[src/l2_pkg.sv]
`default_nettype none

package l2_pkg;

	// Byte address geometry.
	localparam int addr_width = 32;
	localparam int line_bytes = 32;
	localparam int offset_width = $clog2(line_bytes);
	localparam int line_width = line_bytes * 8;

	// Set geometry.
	localparam int num_sets = 8;
	localparam int index_width = $clog2(num_sets);
	localparam int tag_width = addr_width - index_width - offset_width;

	// Two ways, matching the controller's per-way strobes.
	localparam int num_ways = 2;

	// A whole cache line.
	typedef logic [line_width-1:0] line_t;

	// Upper address bits kept per line.
	typedef logic [tag_width-1:0] tag_t;

	// Set selector.
	typedef logic [index_width-1:0] index_t;

endpackage : l2_pkg

`default_nettype wire

[src/l2_way_select.sv]
`timescale 1ns/1ps
`default_nettype none

module l2_way_select (
	input  wire logic                                clk,
	input  wire logic                                arst_n,
	input  wire logic                                load_lru,
	input  wire logic                                pmem_write,
	input  wire logic [l2_pkg::addr_width-1:0]       mem_address,
	input  wire logic [l2_pkg::num_ways-1:0]         way_hit,
	input  wire logic [l2_pkg::num_ways-1:0]         way_dirty,
	input  wire l2_pkg::line_t [l2_pkg::num_ways-1:0] way_line,
	input  wire l2_pkg::tag_t [l2_pkg::num_ways-1:0]  way_tag,
	input  wire l2_pkg::line_t                       pmem_rdata,
	output      logic                                hit,
	output      logic                                tag0_hit,
	output      logic                                tag1_hit,
	output      logic                                dirty_ctrl,
	output      logic                                lru_out,
	output      l2_pkg::line_t                       mem_rdata,
	output      l2_pkg::line_t                       pmem_wdata,
	output      logic [l2_pkg::addr_width-1:0]       pmem_address
);

	logic [l2_pkg::num_sets-1:0] lru;
	l2_pkg::index_t              index;
	l2_pkg::line_t               hit_line;

	assign index = mem_address[l2_pkg::offset_width +: l2_pkg::index_width];

	assign hit = |way_hit;
	assign tag0_hit = way_hit[0];
	assign tag1_hit = way_hit[1];

	// LRU way of the current set is the victim.
	assign lru_out = lru[index];
	assign dirty_ctrl = way_dirty[lru_out];

	always_ff @(posedge clk or negedge arst_n) begin
		if (!arst_n) begin
			lru <= '0;
		end else if (load_lru) begin
			if (hit) begin
				lru[index] <= way_hit[0]; // Point at the way that missed.
			end else begin
				lru[index] <= ~lru[index]; // Filled way becomes most recent.
			end
		end
	end

	always_comb begin
		hit_line = '0;
		for (int w = 0; w < l2_pkg::num_ways; w++) begin
			if (way_hit[w]) begin
				hit_line = way_line[w];
			end
		end
	end

	assign mem_rdata = hit ? hit_line : pmem_rdata; // Miss data passes straight through.

	assign pmem_wdata = way_line[lru_out];

	// Victim address during write-back, request line otherwise.
	always_comb begin
		if (pmem_write) begin
			pmem_address = {way_tag[lru_out], index, {l2_pkg::offset_width{1'b0}}};
		end else begin
			pmem_address = {mem_address[l2_pkg::addr_width-1:l2_pkg::offset_width],
				{l2_pkg::offset_width{1'b0}}};
		end
	end

endmodule : l2_way_select

`default_nettype wire
[config.mk]
export PLATFORM = sky130hd
export DESIGN_NAME = l2_way_select
export DESIGN_NICKNAME = d
export VERILOG_FILES = /design/src/l2_pkg.sv /design/src/l2_way_select.sv
export SDC_FILE = /design/constraint.sdc
export NUM_CORES = 1
export LEC_CHECK = 0
export ABC_AREA = 1
export ABC_CLOCK_PERIOD_IN_PS = 1150
export BUFFER_PORTS_ARGS = -buffer_cell sky130_fd_sc_hd__clkbuf_2
export CORE_AREA = 5 5 542 544
export DETAILED_ROUTE_END_ITERATION = 10
export DIE_AREA = 0 0 547 549
export REMOVE_ABC_BUFFERS = 1
export SETUP_SLACK_MARGIN = 0.4
export SLEW_MARGIN = 20
export SYNTH_ARGS = -nofsm -noshare
export SYNTH_HDL_FRONTEND = slang
export SYNTH_SLANG_ARGS = --single-unit
[constraint.sdc]
create_clock -name clk -period 1.15 [get_ports clk]
set_input_delay 0 -clock clk [delete_from_list [all_inputs] [get_ports clk]]
set_output_delay 0 -clock clk [all_outputs]
set_load 0.01 [all_outputs]
==> flow_summary.yaml <==
outcome:
  status: "finished, violations left"
  failed_checks: "setup timing"
final_layout:
  top_register: "lru"
  area_growth_pct: 184
  largest_reg_flops: 8
  utilization: 0.0973
  nets: 4304
  drive_gt1_frac: 0.533
  top_regs: "lru: 8 flops"
yosys:
  dominantRegCellSynth: "dfrtp_1"
  syn_area_um2: 9900
  ys_seq_area_frac: 0.0202
  synth.most_common_cell: "nand3_1"
  avgSynthCellArea_um2: 4.90
  synth-edff-count: 0
  netlist.area_leader.share: 0.277
  yosys_warnings: 0
  synthArstFlopShare: 1.00
  synthTopCellsByArea: "nand3_1, o211ai_1, nand2_1, o21ai_0, inv_1"
  yosys-top-cells-count: "nand3_1, nand2_1, inv_1"
  ys_seq_elements: 8
  synth_top_area_cell: "nand3_1"
  syn-instance-count: 2019
  synthDistinctLibCells: 19
floorplan:
  die_y_um: 549
  io_pins: 1405
  num_rows: 198
  core_area_um2: 289000
  die_x_um: 547
  fp.dieArea_um2: 300000
  start_util: 0.0342
sta:
  timing.slew.headroom: 0.401
  setup_ws_ps: -943
  fin_worst_skew_ps: 0.298
  layout_min_cycle_time_ps: 2090
  tightestPinTransition_ps: 894
  max_freq_mhz: 478
  setup_viol: 542
  drv_slew: 0
  rsz0062_at_grt: "yes"
  period_share: 1.82
  tns_ps: -295600
  hold_viol: 0
critical_path:
  required_ps: 1150
  crit_path_top_delay_cell: "dfrtp_1"
  worst-path-max-fanout: 23
  critPathKind: "reg -> out"
  endpoint_kind: "output pin"
  crit_chain: "inv_1, nand2_1, nand3_2, nand2_2, nor2_4, buf_8, buf_16, buf_16, nand2_1, o21ai_2, buf_2"
  crit_arrival_ps: 2090
  reg2reg_slack_ps: -760
  cp_num_buf_inv: 5
  critical-path-top-delay-family: "buffers and inverters"
  critPathLaunchType: "flop"
  max_stage_delay_ps: 350
pwr:
  vdd_drop_max_uv: 525
  power_uw: 22700
  power.density_nw_per_um2: 807
  leakagePower_uw: 0.0130
route:
  antenna_left: 0
  drt_first_pass_iters: 8
  wl_per_cell_um: 37.1
  drt_iter0_drc: 2469
  route.detailed.drc: 0
  vias: 23800
  viasPerCell: 3.22
  routed_wl_um: 274000
clock_tree:
  cts_tree: "done"
  cts_root_buf: "clkbuf_16"
  clkSinkCount: 8
  clk_pin_slew_ps: 40
  clockBufferDepth: 2
  cts_buffers: 3
  clk_latency_ps: 230
  htreeDepth: 1
place:
  dp_hpwl_um: 249000
  port_buffers: 1394
  gp_congestion: 1.17
  dp_worst_setup_slack_ps: -999
grt:
  grt_use_total: 0.169
  antenna_found_initial: 280
  overflow: 0
  grt_pass1_wl_um: 314000
  grt_pass1_vias: 21000
  grt_max_degree: 46
run:
  maxCapViolCount: 0
min_path:
  min_path_type: "in -> async"
==> report_power, final <==
group | total [µW] | internal, µW | switching [µW] | leakage [µW]
Sequential | 358 | 337 | 20.8 | 0.0000837
Clock | 583 | 448 | 135 | 0.0000378
Combinational | 21800 | 9000 | 12800 | 0.0129
Total | 22700 | 9790 | 12900 | 0.0130
==> routing by layer <==
metal / wire [µm] / global-route usage / up-vias
met4: 16300 / 0.0780 / 114
met1: 114000 / 0.212 / 11100
met5: 737 / 0.000475 / -
met2: 111000 / 0.246 / 1970
met3: 32000 / 0.0779 / 686
li1: - / - / 9937
==> final cells by class <==
class,count,area (µm²)
antenna,129,323
clock buffer,3,75.1
fill,34000,261000
inverter,332,1260
multi-input combinational,1464,8330
sequential,8,200
tap,3800,4750
timing repair buffer,1639,13200
==> placed cells by master, fill, tap and decap left out, drive strengths merged <==
master,count
buf,496
bufbuf,1
clkbuf,1144
conb,5
dfrtp,8
diode,129
dlygate4sd3,1
inv,332
nand2,379
nand3,548
nand4,1
nor2,11
nor3,1
o211ai,256
o21ai,262
or2,1
==> final timing paths <==
kind,endpoint,start,cells past startpoint
setup / recovery,pmem_wdata[246],lru[6],11
hold / removal,lru[1],arst_n,2
setup reg to reg,lru[4],lru[3],14
hold reg to reg,lru[7],lru[7],4
max in group asynchronous,lru[5],arst_n,2
min in group clk,lru[0],load_lru,7
==> logic make-up (layout without fill, tap and decap cells) <==
group                  after synthesis  count (layout)  synth area share
buffers and inverters              551            1974             0.225
and+or+nand+nor                    941             941             0.428
other                                1             134          0.000379
AOI/OAI and AO/OA                  518             518             0.327
DFF                                  8               8            0.0202
==> per-stage QoR <==
stage                     cells  hold WS [ps]  instance area, µm²
after floorplan            1804          -296                8930
after global placement     7165          -139               25100
after detailed placement   7165          -135               25100
after CTS                  7210           179               26500
after global routing       7316           176               28000
final                      7375           161               28100
==> what timing repair did <==
action	in CTS	in global routing
hold endpoints to repair	8	0
buffers inserted	30	14
setup endpoints to repair	547	547
resized for setup	245	405
cloned	11	22
hold buffers	1	0
pin swaps	17	5
Power figures use the tool's default switching activity.
