`config.mk`:
```
export PLATFORM = sky130hd
export DESIGN_NAME = l2_cache_control
export DESIGN_NICKNAME = d
export VERILOG_FILES = /design/src/l2_cache_control.sv
export SDC_FILE = /design/constraint.sdc
export NUM_CORES = 1
export LEC_CHECK = 0
export ABC_AREA = 1
export BUFFER_PORTS_ARGS = -buffer_cell sky130_fd_sc_hd__buf_2
export CAP_MARGIN = 20
export CORE_AREA = 10 10 47 49
export CTS_CLUSTER_SIZE = 16
export DETAILED_ROUTE_END_ITERATION = 10
export DIE_AREA = 0 0 57 59
export MAX_ROUTING_LAYER = met4
export SYNTH_ARGS = -nofsm -noshare
export SYNTH_HDL_FRONTEND = slang
export SYNTH_SLANG_ARGS = --single-unit
```
`constraint.sdc`:
```
create_clock -name clk -period 1.4 [get_ports clk]
set_input_delay 0.14 -clock clk [delete_from_list [all_inputs] [get_ports clk]]
set_output_delay 0.14 -clock clk [all_outputs]
set_load 0.05 [all_outputs]
```
`src/l2_cache_control.sv`:
```
`timescale 1ns/1ps
`default_nettype none

module l2_cache_control (
	input  wire logic       clk,
	input  wire logic       arst_n,
	input  wire logic       mem_read,
	input  wire logic       mem_write,
	input  wire logic       pmem_resp,
	input  wire logic       hit,
	input  wire logic       dirty_ctrl,
	input  wire logic       lru_out,
	input  wire logic       tag1_hit,
	input  wire logic       tag0_hit,
	output      logic       pmem_read,
	output      logic       pmem_write,
	output      logic       mem_resp,
	output      logic [1:0] set_dirty,
	output      logic [1:0] clear_dirty,
	output      logic [1:0] load_data,
	output      logic [1:0] load_tag,
	output      logic [1:0] set_valid,
	output      logic       load_lru,
	output      logic       read_data,
	output      logic       fill_from_pmem
);

	typedef enum logic [2:0] {
		idle,
		hit_detection,
		go_update,
		load,
		plop,
		store
	} state_t;

	state_t     state;
	state_t     next_state;
	logic [1:0] victim;
	logic [1:0] hit_way;

	assign victim = {lru_out, ~lru_out};
	assign hit_way = {tag1_hit, tag0_hit};

	always_ff @(posedge clk or negedge arst_n) begin
		if (!arst_n) begin
			state <= idle;
		end else begin
			state <= next_state;
		end
	end

	always_comb begin
		next_state = state;
		unique case (state)
			idle: if (mem_read || mem_write) begin
				next_state = hit_detection;
			end
			hit_detection: begin
				if (hit) begin
					next_state = go_update;
				end else if (dirty_ctrl) begin
					next_state = store; // Write back first.
				end else begin
					next_state = mem_read ? load : plop;
				end
			end
			go_update: next_state = idle; // Client drops its request here.
			load: if (pmem_resp) begin
				next_state = go_update;
			end
			plop: next_state = go_update;
			store: if (pmem_resp) begin
				next_state = mem_read ? load : plop;
			end
			default: next_state = idle;
		endcase
	end

	always_comb begin
		load_lru = 1'b0;
		read_data = 1'b0;
		load_data = 2'b00;
		load_tag = 2'b00;
		set_valid = 2'b00;
		set_dirty = 2'b00;
		clear_dirty = 2'b00;
		mem_resp = 1'b0;
		pmem_read = 1'b0;
		pmem_write = 1'b0;
		unique case (state)
			idle: read_data = mem_read | mem_write;
			hit_detection: begin
				if (hit) begin
					load_lru = 1'b1;
					mem_resp = 1'b1;
					if (mem_write) begin
						load_data = hit_way;
						set_dirty = hit_way;
					end
				end else if (!dirty_ctrl && mem_read) begin
					pmem_read = 1'b1; // Start the fetch early.
				end
			end
			load: begin
				if (pmem_resp) begin
					load_data = victim;
					load_tag = victim;
					set_valid = victim;
					load_lru = 1'b1;
					mem_resp = 1'b1;
				end else begin
					pmem_read = 1'b1;
				end
			end
			plop: begin
				// Write miss installs the client line directly.
				load_data = victim;
				load_tag = victim;
				set_valid = victim;
				set_dirty = victim;
				load_lru = 1'b1;
				mem_resp = 1'b1;
			end
			store: begin
				if (pmem_resp) begin
					pmem_read = mem_read;
				end else begin
					pmem_write = 1'b1;
					clear_dirty = victim;
				end
			end
			default: ;
		endcase
	end

	assign fill_from_pmem = (state == load);

endmodule : l2_cache_control

`default_nettype wire

```
==> flow_metrics.py <==
metrics = {
    "clock_network": {
        "cts.htree.levels": 1,
        "cts_tree": "done",
        "cts_made_buffers": 3,
        "cts_root_buf": "clkbuf_4",
        "clk_pin_slew_ns": 0.04,
        "insertion_delay_ns": 0.24,
        "clk_path_buf_depth": 2,
        "cts.sinks": 3,
    },
    "route": {
        "drtPass1Iterations": 4,
        "ant_nets": 0,
        "wl_mm": 1.537,
        "routed_via_density": 4.528,
        "drt_first_iter_violations": 6,
        "num_vias": 575,
        "drc": 0,
        "wire_per_inst_um": 12.10,
    },
    "finish": {
        "fin_cells": 127,
        "largest_register_ffs": 3,
        "reg_top3": "state (3)",
        "nets": 122,
        "regMostFlops": "state",
        "syn_to_final_growth_pct": 124.3,
        "antenna_cells": 0,
        "post-route-util": 0.6089,
        "layout-drive-gt1-share": 0.6216,
        "fillers": 126,
    },
    "logic_synthesis": {
        "yosysTopAreaCellShare": 0.2368,
        "synth_cells": 70,
        "synth_area_um2": 380.4,
        "yosysMostFrequentCell": "nand2_1",
        "synth_seq_cells": 3,
        "synth_cell_types": 12,
        "synth_top_flop_cell": "dfrtp_1",
        "syn_area_per_cell_um2": 5.434,
        "synth_fp_nets": 80,
        "synth-edff-count": 0,
        "seq_area_frac_synth": 0.1974,
        "synth.top_cells.by_count": "nand2_1, inv_1, nor2_1",
        "synth_area_leaders": "nand2_1, dfrtp_1, inv_1",
        "synth_top_area_cell": "nand2_1",
        "postSynth.asyncResetShare": 1.000,
        "ys_warn_count": 0,
    },
    "run_status": {
        "status": "complete, but fails checks",
        "violations": "setup timing",
    },
    "grt": {
        "grt-ovfl-total": 0,
        "grtUsageTotal": 0.09827,
        "grt_max_degree": 7,
        "antenna_found_initial": 0,
        "grt_first_pass_wirelength_mm": 2.573,
        "grt_pass1_vias": 603,
    },
    "setup_path": {
        "crit_family": "flip-flops",
        "worstPathArrival_ns": 1.45,
        "worstPathRequired_ns": 1.26,
        "endpoint_kind": "output port",
        "critPathKind": "reg -> out",
        "path_buf_inv": 3,
        "cpMaxStageDelayCell": "dfrtp_1",
        "path_cells": "inv_2, buf_4, nand3_1, nand2_2, nand2_4, o21ai_2, buf_6",
        "worstPathMaxFanout": 5,
        "start_kind": "flip-flop",
        "crit_path_max_incr_delay_ns": 0.39,
    },
    "sta": {
        "setup_ws_ns": -0.1911,
        "fin_skew_ns": 0.007108,
        "rsz0062_at_grt": "true",
        "relSlewSlack": 0.8038,
        "timing.final.max_slew_violations": 0,
        "worst-slew-pin-transition_ns": 0.2939,
        "setup_tns_ns": -1.862,
        "final_hold_viol_count": 0,
        "finalCriticalPeriod_ns": 1.591,
        "finalCritPeriodShare": 1.137,
        "fmax_mhz": 628.5,
        "whs_ns": 0.2191,
        "setup_viol": 14,
    },
    "power_and_ir_drop": {
        "p_per_area_mw_per_mm2": 2102,
        "vdd_drop_max_v": 0.001095,
        "p_leak_uw": 0.0004632,
    },
    "floorplanning": {
        "boundaryPins": 26,
        "die_h_um": 59,
        "die_area_mm2": 0.003363,
        "rows": 14,
        "start_util": 0.2714,
        "die_w_um": 57,
        "core-area_mm2": 0.001401,
    },
    "place": {
        "dpl.cell_count": 113,
        "dp_hpwl_mm": 1.037,
        "gp_congestion": 0.7775,
        "portBuffers": 25,
        "place_ws_ns": -0.1111,
    },
    "min_path": {
        "hold_class": "in -> async",
    },
    "job": {
        "cap_viol_max_count": 0,
    },
}
## logic make-up (layout without fill, tap and decap cells)
logic type / Yosys count / in the layout / share of synthesized area
flops: 3 / 3 / 0.1974
compound gates: 7 / 7 / 0.09869
simple gates: 46 / 46 / 0.5362
buf+inv: 14 / 55 / 0.1678
## worst paths after layout
check                           from      endpoint  slack [ns]  cells after the start
setup / recovery            state[2]  load_data[0]       -0.19                      7
setup reg to reg            state[2]      state[1]        0.08                     10
hold / removal                arst_n      state[2]        0.22                      2
min in group clk           pmem_resp      state[1]        0.28                      4
max in group asynchronous     arst_n      state[1]        1.06                      2
hold reg to reg             state[2]      state[1]        0.73                      4
## final cells by class
cell class / instances / area (um^2) / share of cell area
Tap cell: 16 / 20.02 / 0.02346
Clock buffer: 4 / 26.28 / 0.03079
Timing Repair Buffer: 40 / 352.8 / 0.4135
Multi-Input combinational cell: 53 / 335.3 / 0.3930
Inverter: 11 / 41.29 / 0.04839
Sequential cell: 3 / 77.57 / 0.09091
## layer usage
metal  vias to the layer above  global-route usage  part of all wire
li1                        297                   -                 -
met4                         0             0.08054             0.023
met2                        12              0.1690              0.57
met5                         -                   -                 0
met3                         4             0.01717             0.021
met1                       262             0.09524              0.38
## worst register-to-register path, stage by stage, from the launching register on
cell and delay, ns:
dfrtp_1 0.37, inv_2 0.05, buf_4 0.14, nand3_1 0.08, nand2_2 0.09, buf_4 0.13
buf_4 0.11, inv_1 0.06, nand3_1 0.06, nand2_1 0.06, nand2_1 0.04
## repair_timing
action	in CTS	in global routing
pin swaps	8	5
endpoints found under the setup margin	15	15
resized for setup	41	4
hold buffers	1	0
buffers inserted	6	3
hold endpoints to repair	3	0
## through the flow
step	area (um^2)	power [uW]
floorplan	460.4	1019
global placement	609.3	1227
detailed placement	609.3	1228
CTS	817.0	1690
global route	853.3	1916
finish	853.3	1794
## where the power goes
| part | switching (uW) | total [uW] | internal (uW) |
|---|---|---|---|
| sequential | 71.4 | 205 | 134 |
| combinational | 847 | 1430 | 582 |
| clock | 52.5 | 160 | 107 |
## layout by cell type (no fill, tap or decap)
cell type / synthesis / layout
inv_2: 0 / 1
buf_8: 0 / 6
nor2_4: 0 / 5
a21oi_1: 2 / 1
clkbuf_1: 0 / 1
buf_2: 0 / 10
dfrtp_1: 3 / 1
dfrtp_2: 0 / 2
o21ai_2: 0 / 3
inv_1: 11 / 10
nand3_1: 3 / 3
nand2_2: 4 / 7
o211ai_1: 1 / 1
nand2_4: 0 / 3
buf_4: 3 / 15
o21ai_4: 0 / 1
buf_6: 0 / 8
nand4_1: 3 / 3
nand2_1: 24 / 18
nor2_2: 4 / 4
nor2_1: 8 / 3
dlygate4sd3_1: 0 / 1
clkbuf_4: 0 / 3
a21oi_2: 0 / 1
No activity file was read; power rests on OpenSTA's default activity.
